File: src/logic/issue_pkg.sv
// --------------------
// shared widths and encodings of the issue stage
// XLEN is only the default, the top level parameter overrides it
// fu_t value NONE doubles as "not clobbered" in the clobber table
// --------------------

`default_nettype none

package issue_pkg;

    // default data width
    localparam int unsigned XLEN = 32;

    // register file geometry
    localparam int unsigned REG_ADDR_BITS = 5;
    localparam int unsigned NR_REGS       = 32;

    // scoreboard transaction id width
    localparam int unsigned TRANS_ID_BITS = 3;

    // rs1 and rs2
    localparam int unsigned NR_SRC = 2;

    typedef logic [REG_ADDR_BITS-1:0] reg_addr_t;
    typedef logic [TRANS_ID_BITS-1:0] trans_id_t;

    // functional unit of an instruction, or the unit that clobbers a register
    typedef enum logic [2:0] {
        NONE,
        ALU,
        CTRL_FLOW,
        CSR,
        MULT,
        LOAD,
        STORE
    } fu_t;

    // operator code, passed through to execute untouched
    typedef logic [7:0] op_t;

endpackage

`default_nettype wire

File: src/logic/int_regfile.sv
// --------------------
// integer register file, x0 reads as zero and is never written
// reads are combinational, a write is visible the cycle after we_i
// on an address collision the higher-numbered commit port wins
// --------------------

`timescale 1ns/1ps
`default_nettype none

module int_regfile import issue_pkg::*; #(
    parameter int unsigned XLEN            = issue_pkg::XLEN,
    parameter int unsigned NR_READ_PORTS   = 2,
    parameter int unsigned NR_COMMIT_PORTS = 2
) (
    input  wire logic                                        clk_i,
    input  wire logic                                        rst_ni,
    // read side
    input  wire reg_addr_t [NR_READ_PORTS-1:0]               raddr_i,
    output logic           [NR_READ_PORTS-1:0][XLEN-1:0]     rdata_o,
    // commit write ports
    input  wire reg_addr_t [NR_COMMIT_PORTS-1:0]             waddr_i,
    input  wire logic      [NR_COMMIT_PORTS-1:0][XLEN-1:0]   wdata_i,
    input  wire logic      [NR_COMMIT_PORTS-1:0]             we_i
);

    logic [XLEN-1:0] mem [NR_REGS];

    // x0 is hardwired
    assign mem[0] = '0;

    // --------------------
    // write ports
    // --------------------
    for (genvar r = 1; r < NR_REGS; r++) begin : gen_reg
        always_ff @(posedge clk_i or negedge rst_ni) begin
            if (!rst_ni) begin
                mem[r] <= '0;
            end else begin
                // later ports override earlier ones in the same cycle
                for (int unsigned p = 0; p < NR_COMMIT_PORTS; p++) begin
                    if (we_i[p] && (waddr_i[p] == reg_addr_t'(r))) begin
                        mem[r] <= wdata_i[p];
                    end
                end
            end
        end
    end

    // --------------------
    // read ports
    // --------------------
    always_comb begin
        for (int unsigned i = 0; i < NR_READ_PORTS; i++) begin
            rdata_o[i] = mem[raddr_i[i]];
        end
    end

endmodule

`default_nettype wire

File: src/logic/operand_fetch.sv
// --------------------
// operand fetch for one source register, purely combinational
// clobber_i must be the clobber table entry at src_i
// CSR results cannot be forwarded, such a source always stalls
// --------------------

`timescale 1ns/1ps
`default_nettype none

module operand_fetch import issue_pkg::*; #(
    parameter int unsigned XLEN = issue_pkg::XLEN
) (
    // source index and its clobber entry
    input  wire reg_addr_t        src_i,
    input  wire fu_t              clobber_i,
    // scoreboard result for this source
    input  wire logic [XLEN-1:0]  fwd_data_i,
    input  wire logic             fwd_valid_i,
    // architectural value
    input  wire logic [XLEN-1:0]  regfile_data_i,
    // source is not a register read (zimm), no hazard possible
    input  wire logic             ignore_i,
    output logic      [XLEN-1:0]  operand_o,
    output logic                  stall_o
);

    logic clobbered;
    logic can_forward;

    // x0 never waits on anything
    assign clobbered = !ignore_i && (src_i != '0) && (clobber_i != NONE);

    // forward only a finished, non-CSR result
    assign can_forward = fwd_valid_i && (clobber_i != CSR);

    // --------------------
    // forward or stall
    // --------------------
    always_comb begin
        operand_o = regfile_data_i;
        stall_o   = 1'b0;
        if (clobbered) begin
            if (can_forward) begin
                operand_o = fwd_data_i;
            end else begin
                // value still in flight
                stall_o = 1'b1;
            end
        end
    end

endmodule

`default_nettype wire

File: src/logic/issue_control.sv
// --------------------
// issue acknowledge, operand overrides and the ID/EX registers
// exception and NONE instructions are acked even when stalled
// right after a multiply only another multiply is acked
// --------------------

`timescale 1ns/1ps
`default_nettype none

module issue_control import issue_pkg::*; #(
    parameter int unsigned XLEN            = issue_pkg::XLEN,
    parameter int unsigned NR_COMMIT_PORTS = 2
) (
    input  wire logic                                   clk_i,
    input  wire logic                                   rst_ni,
    input  wire logic                                   flush_i,
    // instruction from upstream
    input  wire logic                                   issue_valid_i,
    input  wire fu_t                                    issue_fu_i,
    input  wire op_t                                    issue_op_i,
    input  wire reg_addr_t                              issue_rs1_i,
    input  wire reg_addr_t                              issue_rd_i,
    input  wire logic      [XLEN-1:0]                   issue_imm_i,
    input  wire logic      [XLEN-1:0]                   issue_pc_i,
    input  wire logic                                   issue_use_imm_i,
    input  wire logic                                   issue_use_pc_i,
    input  wire logic                                   issue_use_zimm_i,
    input  wire logic                                   issue_ex_valid_i,
    input  wire trans_id_t                              issue_trans_id_i,
    output logic                                        issue_ack_o,
    // clobber entry of rd and commit ports for the WAW check
    input  wire fu_t                                    rd_clobber_i,
    input  wire reg_addr_t [NR_COMMIT_PORTS-1:0]        waddr_i,
    input  wire logic      [NR_COMMIT_PORTS-1:0]        we_i,
    // fetched operands
    input  wire logic      [NR_SRC-1:0][XLEN-1:0]       operand_i,
    input  wire logic      [NR_SRC-1:0]                 stall_i,
    // unit readies
    input  wire logic                                   flu_ready_i,
    input  wire logic                                   lsu_ready_i,
    // toward execute
    output logic           [XLEN-1:0]                   operand_a_o,
    output logic           [XLEN-1:0]                   operand_b_o,
    output logic           [XLEN-1:0]                   imm_o,
    output logic           [XLEN-1:0]                   pc_o,
    output fu_t                                         fu_o,
    output op_t                                         op_o,
    output trans_id_t                                   trans_id_o,
    output logic                                        alu_valid_o,
    output logic                                        branch_valid_o,
    output logic                                        lsu_valid_o,
    output logic                                        mult_valid_o,
    output logic                                        csr_valid_o
);

    logic            fu_busy;
    logic            waw_free;
    logic [XLEN-1:0] operand_a_d;
    logic [XLEN-1:0] operand_b_d;

    // --------------------
    // issue check
    // --------------------

    // busy depends on which unit the instruction needs
    always_comb begin
        unique case (issue_fu_i)
            ALU, CTRL_FLOW, CSR, MULT: fu_busy = !flu_ready_i;
            LOAD, STORE:               fu_busy = !lsu_ready_i;
            default:                   fu_busy = 1'b0;
        endcase
    end

    // rd free, or released by a commit port this very cycle
    always_comb begin
        waw_free = (rd_clobber_i == NONE);
        for (int unsigned i = 0; i < NR_COMMIT_PORTS; i++) begin
            if (we_i[i] && (waddr_i[i] == issue_rd_i)) begin
                waw_free = 1'b1;
            end
        end
    end

    always_comb begin
        issue_ack_o = 1'b0;
        if (issue_valid_i) begin
            if (!(|stall_i) && !fu_busy && waw_free) begin
                issue_ack_o = 1'b1;
            end
            // nothing gets executed for these two, so no hazard applies
            if (issue_ex_valid_i || (issue_fu_i == NONE)) begin
                issue_ack_o = 1'b1;
            end
        end
        // multiplier result shares the fixed latency writeback
        if (mult_valid_o && (issue_fu_i != MULT)) begin
            issue_ack_o = 1'b0;
        end
    end

    // --------------------
    // operand overrides
    // --------------------
    always_comb begin
        operand_a_d = operand_i[0];
        operand_b_d = operand_i[1];
        if (issue_use_pc_i) begin
            operand_a_d = issue_pc_i;
        end
        // zimm sits in the rs1 field, zero extended
        if (issue_use_zimm_i) begin
            operand_a_d = {{(XLEN-REG_ADDR_BITS){1'b0}}, issue_rs1_i};
        end
        // stores and branches need rs2 and keep imm on its own port
        if (issue_use_imm_i && (issue_fu_i != STORE) && (issue_fu_i != CTRL_FLOW)) begin
            operand_b_d = issue_imm_i;
        end
    end

    // --------------------
    // ID/EX registers
    // --------------------

    // one valid pulse per acknowledged instruction, killed by flush
    always_ff @(posedge clk_i or negedge rst_ni) begin
        if (!rst_ni) begin
            alu_valid_o    <= 1'b0;
            branch_valid_o <= 1'b0;
            lsu_valid_o    <= 1'b0;
            mult_valid_o   <= 1'b0;
            csr_valid_o    <= 1'b0;
        end else begin
            alu_valid_o    <= 1'b0;
            branch_valid_o <= 1'b0;
            lsu_valid_o    <= 1'b0;
            mult_valid_o   <= 1'b0;
            csr_valid_o    <= 1'b0;
            if (issue_valid_i && issue_ack_o && !issue_ex_valid_i && !flush_i) begin
                case (issue_fu_i)
                    ALU:         alu_valid_o    <= 1'b1;
                    CTRL_FLOW:   branch_valid_o <= 1'b1;
                    MULT:        mult_valid_o   <= 1'b1;
                    LOAD, STORE: lsu_valid_o    <= 1'b1;
                    CSR:         csr_valid_o    <= 1'b1;
                    default:     ;
                endcase
            end
        end
    end

    // data loads every cycle, only meaningful with a valid pulse
    always_ff @(posedge clk_i or negedge rst_ni) begin
        if (!rst_ni) begin
            operand_a_o <= '0;
            operand_b_o <= '0;
            imm_o       <= '0;
            pc_o        <= '0;
            fu_o        <= NONE;
            op_o        <= '0;
            trans_id_o  <= '0;
        end else begin
            operand_a_o <= operand_a_d;
            operand_b_o <= operand_b_d;
            imm_o       <= issue_imm_i;
            pc_o        <= issue_pc_i;
            fu_o        <= issue_fu_i;
            op_o        <= issue_op_i;
            trans_id_o  <= issue_trans_id_i;
        end
    end

endmodule

`default_nettype wire

File: src/logic/issue_read_operands.sv
// --------------------
// issue and operand read stage of a single-issue in-order core
// fwd_data_i and fwd_valid_i must describe rs1 and rs2 of the current instruction
// execute outputs follow the acknowledge by exactly one cycle
// --------------------

`timescale 1ns/1ps
`default_nettype none

module issue_read_operands import issue_pkg::*; #(
    parameter int unsigned XLEN            = issue_pkg::XLEN,
    parameter int unsigned NR_COMMIT_PORTS = 2
) (
    input  wire logic                                   clk_i,
    input  wire logic                                   rst_ni,
    input  wire logic                                   flush_i,
    // instruction from upstream
    input  wire logic                                   issue_valid_i,
    input  wire fu_t                                    issue_fu_i,
    input  wire op_t                                    issue_op_i,
    input  wire reg_addr_t                              issue_rs1_i,
    input  wire reg_addr_t                              issue_rs2_i,
    input  wire reg_addr_t                              issue_rd_i,
    input  wire logic      [XLEN-1:0]                   issue_imm_i,
    input  wire logic      [XLEN-1:0]                   issue_pc_i,
    input  wire logic                                   issue_use_imm_i,
    input  wire logic                                   issue_use_pc_i,
    input  wire logic                                   issue_use_zimm_i,
    input  wire logic                                   issue_ex_valid_i,
    input  wire trans_id_t                              issue_trans_id_i,
    output logic                                        issue_ack_o,
    // scoreboard view
    input  wire fu_t       [NR_REGS-1:0]                rd_clobber_i,
    input  wire logic      [NR_SRC-1:0][XLEN-1:0]       fwd_data_i,
    input  wire logic      [NR_SRC-1:0]                 fwd_valid_i,
    // unit readies
    input  wire logic                                   flu_ready_i,
    input  wire logic                                   lsu_ready_i,
    // commit write ports
    input  wire reg_addr_t [NR_COMMIT_PORTS-1:0]        waddr_i,
    input  wire logic      [NR_COMMIT_PORTS-1:0][XLEN-1:0] wdata_i,
    input  wire logic      [NR_COMMIT_PORTS-1:0]        we_i,
    // toward execute
    output logic           [XLEN-1:0]                   operand_a_o,
    output logic           [XLEN-1:0]                   operand_b_o,
    output logic           [XLEN-1:0]                   imm_o,
    output logic           [XLEN-1:0]                   pc_o,
    output fu_t                                         fu_o,
    output op_t                                         op_o,
    output trans_id_t                                   trans_id_o,
    output logic                                        alu_valid_o,
    output logic                                        branch_valid_o,
    output logic                                        lsu_valid_o,
    output logic                                        mult_valid_o,
    output logic                                        csr_valid_o
);

    // source 0 is rs1, source 1 is rs2
    reg_addr_t [NR_SRC-1:0]             src_addr;
    logic      [NR_SRC-1:0][XLEN-1:0]   rf_data;
    logic      [NR_SRC-1:0][XLEN-1:0]   operand;
    logic      [NR_SRC-1:0]             stall;

    assign src_addr[0] = issue_rs1_i;
    assign src_addr[1] = issue_rs2_i;

    // --------------------
    // register file
    // --------------------
    int_regfile #(
        .XLEN            ( XLEN            ),
        .NR_READ_PORTS   ( NR_SRC          ),
        .NR_COMMIT_PORTS ( NR_COMMIT_PORTS )
    ) i_int_regfile (
        .clk_i   ( clk_i    ),
        .rst_ni  ( rst_ni   ),
        .raddr_i ( src_addr ),
        .rdata_o ( rf_data  ),
        .waddr_i ( waddr_i  ),
        .wdata_i ( wdata_i  ),
        .we_i    ( we_i     )
    );

    // --------------------
    // operand fetch
    // --------------------
    for (genvar s = 0; s < NR_SRC; s++) begin : gen_fetch
        // only rs1 can carry a zimm instead of a register
        operand_fetch #(
            .XLEN ( XLEN )
        ) i_operand_fetch (
            .src_i          ( src_addr[s]                            ),
            .clobber_i      ( rd_clobber_i[src_addr[s]]              ),
            .fwd_data_i     ( fwd_data_i[s]                          ),
            .fwd_valid_i    ( fwd_valid_i[s]                         ),
            .regfile_data_i ( rf_data[s]                             ),
            .ignore_i       ( (s == 0) ? issue_use_zimm_i : 1'b0     ),
            .operand_o      ( operand[s]                             ),
            .stall_o        ( stall[s]                               )
        );
    end

    // --------------------
    // issue controller
    // --------------------
    issue_control #(
        .XLEN            ( XLEN            ),
        .NR_COMMIT_PORTS ( NR_COMMIT_PORTS )
    ) i_issue_control (
        .clk_i            ( clk_i                      ),
        .rst_ni           ( rst_ni                     ),
        .flush_i          ( flush_i                    ),
        .issue_valid_i    ( issue_valid_i              ),
        .issue_fu_i       ( issue_fu_i                 ),
        .issue_op_i       ( issue_op_i                 ),
        .issue_rs1_i      ( issue_rs1_i                ),
        .issue_rd_i       ( issue_rd_i                 ),
        .issue_imm_i      ( issue_imm_i                ),
        .issue_pc_i       ( issue_pc_i                 ),
        .issue_use_imm_i  ( issue_use_imm_i            ),
        .issue_use_pc_i   ( issue_use_pc_i             ),
        .issue_use_zimm_i ( issue_use_zimm_i           ),
        .issue_ex_valid_i ( issue_ex_valid_i           ),
        .issue_trans_id_i ( issue_trans_id_i           ),
        .issue_ack_o      ( issue_ack_o                ),
        .rd_clobber_i     ( rd_clobber_i[issue_rd_i]   ),
        .waddr_i          ( waddr_i                    ),
        .we_i             ( we_i                       ),
        .operand_i        ( operand                    ),
        .stall_i          ( stall                      ),
        .flu_ready_i      ( flu_ready_i                ),
        .lsu_ready_i      ( lsu_ready_i                ),
        .operand_a_o      ( operand_a_o                ),
        .operand_b_o      ( operand_b_o                ),
        .imm_o            ( imm_o                      ),
        .pc_o             ( pc_o                       ),
        .fu_o             ( fu_o                       ),
        .op_o             ( op_o                       ),
        .trans_id_o       ( trans_id_o                 ),
        .alu_valid_o      ( alu_valid_o                ),
        .branch_valid_o   ( branch_valid_o             ),
        .lsu_valid_o      ( lsu_valid_o                ),
        .mult_valid_o     ( mult_valid_o               ),
        .csr_valid_o      ( csr_valid_o                )
    );

endmodule

`default_nettype wire

File: config.mk
export PLATFORM = sky130hd
export DESIGN_NAME = issue_read_operands
export DESIGN_NICKNAME = d
export VERILOG_FILES = /design/src/logic/issue_pkg.sv /design/src/logic/int_regfile.sv /design/src/logic/operand_fetch.sv /design/src/logic/issue_control.sv /design/src/logic/issue_read_operands.sv
export SDC_FILE = /design/constraint.sdc
export NUM_CORES = 2
export LEC_CHECK = 0
export ABC_CLOCK_PERIOD_IN_PS = 8900
export BUFFER_PORTS_ARGS = -buffer_cell sky130_fd_sc_hd__buf_2
export CAP_MARGIN = 25
export CORE_ASPECT_RATIO = 2
export CORE_MARGIN = 3
export CORE_UTILIZATION = 35
export CTS_CLUSTER_DIAMETER = 80
export DETAILED_ROUTE_END_ITERATION = 7
export PLACE_DENSITY = 0.5
export SLEW_MARGIN = 10
export SYNTH_ARGS = -nofsm -noshare
export SYNTH_HDL_FRONTEND = slang
export SYNTH_HIERARCHICAL = 1
export SYNTH_SLANG_ARGS = --single-unit
File: constraint.sdc
create_clock -name clk_i -period 8.9 [get_ports clk_i]
set_clock_uncertainty 0.2 [all_clocks]
set_input_delay 1.335 -clock clk_i [delete_from_list [all_inputs] [get_ports clk_i]]
set_output_delay 1.335 -clock clk_i [all_outputs]
set_load 0.02 [all_outputs]
# Word-level counts from Yosys, hierarchy flattened
# Cells that the tools add are included.
# Widths: inputs -> output; s select.
[classes] magnitude_cmp=5 mux=102 n_reduce_logical=125 n_eq_ne=75 bitwise=2
[ops] cell="$mux 32" count=73
[ops] cell="$bmux 32 s5" count=2
[ops] cell="$eq 5x5->1 const B" count=32
[ops] cell="$eq 5x4->1 const B" count=16
[ops] cell="$logic_and 1x1->1" count=77
[ops] cell="$reduce_bool 2->1" count=31
[ops] cell="$bmux 3 s5" count=3
[ops] cell="$eq 5x3->1 const B" count=8
[ops] cell="$eq 5x2->1 const B" count=4
[ops] cell="$mux 1" count=20
[ops] cell="$lt 5x6->1 const B" count=3
[ops] cell="$ge 6x6->1 const B" count=2
[ops] cell="$not 5->6" count=2
[ops] cell="$eq 5x1->1 const B" count=2
[ops] cell="$eq 5x5->1" count=2
[ops] cell="$reduce_bool 5->1" count=2
[ops] cell="$eq 3x3->1 const B" count=3
[ops] cell="$mux 3" count=3
[ops] cell="$ne 3x2->1 const B" count=3
[ops] cell="$logic_not 1->1" count=7
[ops] cell="$eq 3x2->1 const B" count=2
[ops] cell="$logic_not 3->1" count=2
[ops] cell="$ne 3x3->1 const B" count=2
[ops] cell="$reduce_bool 3->1" count=2
[ops] cell="other kinds (5)" count=6
[word_totals] output_inout_bits=148 in_bits=341 ff_bits=1139 word_cells=352

# Depth between registers and ports, before layout
[depth] depth_word=18 depth_mapped=12 depth_no_buf=10

# Hierarchy
# Netlist, hierarchy kept.
[by_module_without_submodules] mod="int_regfile" cells_each=5970 area_each_um2=62289.7 instances=1 seq_area_each_um2=24823.8
[by_module_without_submodules] mod="issue_control" cells_each=303 area_each_um2=4897.2 instances=1 seq_area_each_um2=3678.5
[by_module_without_submodules] mod="issue_read_operands" cells_each=121 area_each_um2=2259.7 instances=1 seq_area_each_um2=0.0
[by_module_without_submodules] mod="operand_fetch" cells_each=46 area_each_um2=570.5 instances=2 seq_area_each_um2=0.0

# Worst setup path before layout
# Ideal clock, no wire load.
[synth_path] path_type="input to output" start="in issue_rs2_i[2]" end="out issue_ack_o" n_path_buf=2 slack_ns=2.984 required_time_ns=7.365 path_stages=12 arrival_ns=4.381 cell_sequence="clkbuf_1 > clkbuf_1 > mux4_2 > mux4_2 > mux2_2 > inv_1 > o21ai_0 > a21oi_1 > nor3_1 > nor4_1 > a211oi_2 > a211oi_1"
[synth_via] elab_chain_len=14 elab_cells_between_ends=17 cone_classes="eq/ne (1); mux (8); reduce/logical (8)"
[synth_rtl] element="from (decl)" line="issue_read_operands.sv:22" source="input wire reg_addr_t issue_rs2_i,"
[synth_rtl] element="$bmux 3 s5" line="issue_read_operands.sv:93" source=".clobber_i ( rd_clobber_i[src_addr[s]] ),"
[synth_rtl] element="$mux 3 (not written as such)" line="issue_read_operands.sv:93"
[synth_rtl] element="$ne 3x2->1" line="operand_fetch.sv:34" source="assign can_forward = fwd_valid_i && (clobber_i != CSR);"
[synth_rtl] element="$logic_and 1x1->1" line="operand_fetch.sv:34"
[synth_rtl] element="$mux 1" line="operand_fetch.sv:43" source="if (can_forward) begin"
[synth_rtl] element="$mux 1 *" line="operand_fetch.sv:42" source="if (clobbered) begin"
[synth_rtl] element="named net stall[1]" line="issue_read_operands.sv:62" source="logic [NR_SRC-1:0] stall;"
[synth_rtl] element="$reduce_or 2->1 *" line="issue_control.sv:87" source="if (!(|stall_i) && !fu_busy && waw_free) begin"
[synth_rtl] element="$logic_not 1->1 *" line="issue_control.sv:87"
[synth_rtl] element="$logic_and 1x1->1 * (2 in a row)" line="issue_control.sv:87"
[synth_rtl] element="$mux 1 *" line="issue_control.sv:87"
[synth_rtl] element="$mux 1 *" line="issue_control.sv:91" source="if (issue_ex_valid_i || (issue_fu_i == NONE)) begin"
[synth_rtl] element="$mux 1 *" line="issue_control.sv:86" source="if (issue_valid_i) begin"
[synth_rtl] element="$mux 1 *" line="issue_control.sv:96" source="if (mult_valid_o && (issue_fu_i != MULT)) begin"
[synth_rtl] element="to (decl)" line="issue_read_operands.sv:31" source="output logic issue_ack_o,"
# The timed path passes the listed nets; every way through them passes the cells marked *. The select of a mux whose other input is x is not followed.

# Worst setup path in the final report
[layout_path] start="in issue_rs1_i[2]" end="out issue_ack_o"
[layout_via] elab_chain_len=14 elab_cells_between_ends=18 cone_classes="eq/ne (1); mux (8); reduce/logical (9)"
[layout_rtl] element="from (decl)" line="issue_read_operands.sv:21" source="input wire reg_addr_t issue_rs1_i,"
[layout_rtl] element="$bmux 3 s5" line="issue_read_operands.sv:93"
[layout_rtl] element="$mux 3 (not written as such)" line="issue_read_operands.sv:93"
[layout_rtl] element="$ne 3x2->1" line="operand_fetch.sv:34"
[layout_rtl] element="$logic_and 1x1->1" line="operand_fetch.sv:34"
[layout_rtl] element="$mux 1" line="operand_fetch.sv:43"
[layout_rtl] element="$mux 1 *" line="operand_fetch.sv:42"
[layout_rtl] element="named net stall[0]" line="issue_read_operands.sv:62"
[layout_rtl] element="$reduce_or 2->1 *" line="issue_control.sv:87"
[layout_rtl] element="$logic_not 1->1 *" line="issue_control.sv:87"
[layout_rtl] element="$logic_and 1x1->1 * (2 in a row)" line="issue_control.sv:87"
[layout_rtl] element="$mux 1 *" line="issue_control.sv:87"
[layout_rtl] element="$mux 1 *" line="issue_control.sv:91"
[layout_rtl] element="$mux 1 *" line="issue_control.sv:86"
[layout_rtl] element="$mux 1 *" line="issue_control.sv:96"
# Marked as above.

==> flow_summary.toml <==
[route]
routed_wl_um = 317000
wire_per_inst_um = 34.5
drcViolationCount = 0
firstDrtPassIters = 8
viasPerCell = 6.05
postRouteAntennaNets = 0
vias = 55600
drt_iter0_markers = 5261

[setup_path]
arrival_ps = 4820
regToRegEndpoint = "i_issue_control/operand_a_o[14]"
crit_required_ps = 7360
setup.worst_path.start_class = "primary input"
crit_path_end_kind = "output port"
rr_worst_depth = 7
r2r-start = "i_int_regfile/mem[430]"
crit_fanout = 28
r2r_slack_ps = 5470
critical_path_class = "primary input to output port"

[yosys]
ys_warn_count = 6
synth-seq-cells = 1139
yosys.area.top_type_share_pct = 40.4
synthCells = 6486
seq_area_frac_synth_pct = 40.4
syn_area_per_cell_um2 = 10.9
synthArstFlopShare_pct = 100
synth_area_leader_cell = "dfrtp_1"
ys_top_cells_by_area = "dfrtp_1 40%, mux2i_1 17%, mux4_2 15%"
synth_edf_count = 0
ys_types = 54
synth-main-ff-cell = "dfrtp_1"
synth_area_mm2 = 0.0706

[grt]
use_met1_pct = 33.0
grt_util_met3_pct = 3.93
use_met2_pct = 51.0
antenna_found_initial = 52
grt_pass1_wl_um = 443000
grt_pass1_vias = 56300
busiest_layer = "met2"
grt_max_degree = 157
track_usage_pct = 30.0
grt_overflow = 0

[clocking]
cts.hold.buffers_added = 0
cts_root_buf = "clkbuf_16"
post_cts_buffers = 0
htree_num_levels = 3
insertion_delay_ps = 750
cts_tree = "done"
cts_buffer_depth = 3
clock_sinks = 1139
path_clk_slew_ps = 70
cts_buffers = 111
ctsResizeCount = 0

[final_layout]
layout-area-overhead-vs-synth_pct = 11.4
drive_above_1_share_pct = 23.8
regArea_mm2 = 0.0285
multi_input_area_mm2 = 0.0390
final_nets = 6825
fillers = 19200

[placement]
place_congestion = 0.941
portBuffers = 488
post-dp-hpwl_um = 194000

[worst_hold_path]
hold_end = "i_int_regfile/mem[920]"
hp-class = "flip-flop to flip-flop"
min-delay-start = "i_int_regfile/mem[920]"
hold_depth = 2

[sta]
min_period_ps = 6360
slew_headroom_pct = 21.7
finalHoldViolCount = 0
worst_slew_pin_slew_ps = 1170
finalSetupTns_ps = 0
period_share_pct = 71.4
finalMaxSlewViolations = 0
finalSetupViolations = 0
rsz0062_at_grt = "false"
fmax_mhz = 157

[pwr]
ir_drop_uv = 189
power.leakage_nw = 34.2
finalPower_w = 0.0174
power_density_mw_per_mm2 = 221

[floorplanning]
start_util_pct = 35.3
die_area_mm2 = 0.207
std_cell_rows = 232
core_mm2 = 0.200
die_h_um = 641
num_io_pins = 489
die_w_um = 324

[status]
status = "completed"

[flow_run]
cap_violations = 0
-- worst max-delay path by stage --
stage | from | end | slack [ps] | cells after the start
final | issue_rs1_i[2] | issue_ack_o | 2540 | 13
after global routing | issue_rs1_i[2] | issue_ack_o | 2470 | 13
after CTS | issue_rs1_i[2] | issue_ack_o | 2570 | 13
after detailed placement | issue_rs1_i[0] | i_issue_control/operand_a_o[14] | 2410 | 10
after global placement | issue_rs1_i[0] | i_issue_control/operand_a_o[14] | 2440 | 10
after floorplan | issue_rs2_i[2] | issue_ack_o | 2980 | 12
-- report_power, final --
| part | switching [W] | internal [W] |
|---|---|---|
| clock network | 0.00236 | 0.00298 |
| logic | 0.00226 | 0.00232 |
| registers | 0.00104 | 0.00644 |
-- metrics by stage --
step | cells | utilization [%] | cell area, um2 | worst slack, ps | hold slack [ps]
final | 9190 | 39.3 | 78600 | 2540 | 394
after global routing | 9178 | 39.3 | 78600 | 2470 | 426
after CTS | 9150 | 39.2 | 78400 | 2570 | 388
after detailed placement | 8940 | 37.2 | 74500 | 2410 | 381
after global placement | 8936 | 37.2 | 74400 | 2440 | 358
after floorplan | 6487 | - | 70600 | 2980 | 330
-- metal layers --
metal,share of wire (%),vias to the layer above,wire length [um]
met1,35,28400,110000
met3,5.5,843,17500
met4,10,14,32900
met2,49,2504,157000
met5,0.030,-,96
li1,-,23800,-
-- critical path, stage by stage --
cell,delay (ps)
buf_4,300
buf_4,580
mux4_2,410
mux4_2,490
mux2_2,310
nor2_1,110
nor2_1,50
a21oi_1,130
nor3_1,60
nor4_1,390
a211oi_2,190
a211oi_1,220
buf_2,210
-- synthesized netlist by cell type (11+ instances only) --
library cell and instances:
a211oi_1 66, a21oi_1 514, a22o_1 192, and2_1 38, and3_1 32, buf_1 45, buf_2 118, buf_4 75
buf_6 32, clkbuf_1 476, dfrtp_1 1139, mux2_2 109, mux2_4 60, mux2i_1 1184, mux4_2 474, nand2_1 579
nand2b_1 11, nor2_1 561, nor2b_1 13, o21ai_0 484, o21ai_1 69, o22ai_1 64, o31ai_1 64
-- cell families after synthesis --
logic type / Yosys count / synth area share, %
compound gates: 1460 / 12.0
mux: 1827 / 34.9
xor+xnor: 13 / 0.161
other cells: 1 / 0.00531
buf+inv: 755 / 4.97
flops: 1139 / 40.4
simple gates: 1291 / 7.55
-- registers in the layout, summed over array words and instances, names as in the netlist --
| register | flops |
|---|---|
| i_issue_control/trans_id_o | 3 |
| i_issue_control/imm_o | 32 |
| i_issue_control/alu_valid_o | 1 |
| i_int_regfile/mem | 992 |
| i_issue_control/op_o | 8 |
| i_issue_control/csr_valid_o | 1 |
| i_issue_control/branch_valid_o | 1 |
| i_issue_control/fu_o | 3 |
| i_issue_control/pc_o | 32 |
| i_issue_control/operand_a_o | 32 |
| i_issue_control/operand_b_o | 32 |
| i_issue_control/mult_valid_o | 1 |
| i_issue_control/lsu_valid_o | 1 |
-- placed cells by master (no fill, tap or decap), drive strengths merged, types with 2 or more instances in the layout --
cell         n
nand4bb      3
mux2i     1184
nand4b       3
buf        634
dfrtp     1139
bufinv      16
a21oi      514
nor2b       13
inv         10
mux2       169
or3          4
o31ai       64
or2          2
conb         2
o21ai      554
and2        38
nand3        2
or4          7
clkinvlp     9
nor4         3
and4b        3
clkbuf     148
o22ai       64
nand2      579
a211oi      67
clkinv      32
xor2        10
nand2b      11
mux4       474
nor3         8
and4bb       3
nor2       574
a2111oi      4
diode       35
a22o       192
and3        32
xnor2        3
-- cell type report --
| type | instances | area share [%] |
|---|---|---|
| diodes | 35 | 0.111 |
| clock buffers | 148 | 4.02 |
| clock inverters | 62 | 1.04 |
| inverters | 5 | 0.0255 |
| multi-input cells | 4593 | 49.6 |
| flip-flops and latches | 1139 | 36.3 |
| well taps | 2574 | 4.10 |
| repair buffers | 634 | 4.86 |
No activity file was read; power rests on OpenSTA's default activity.
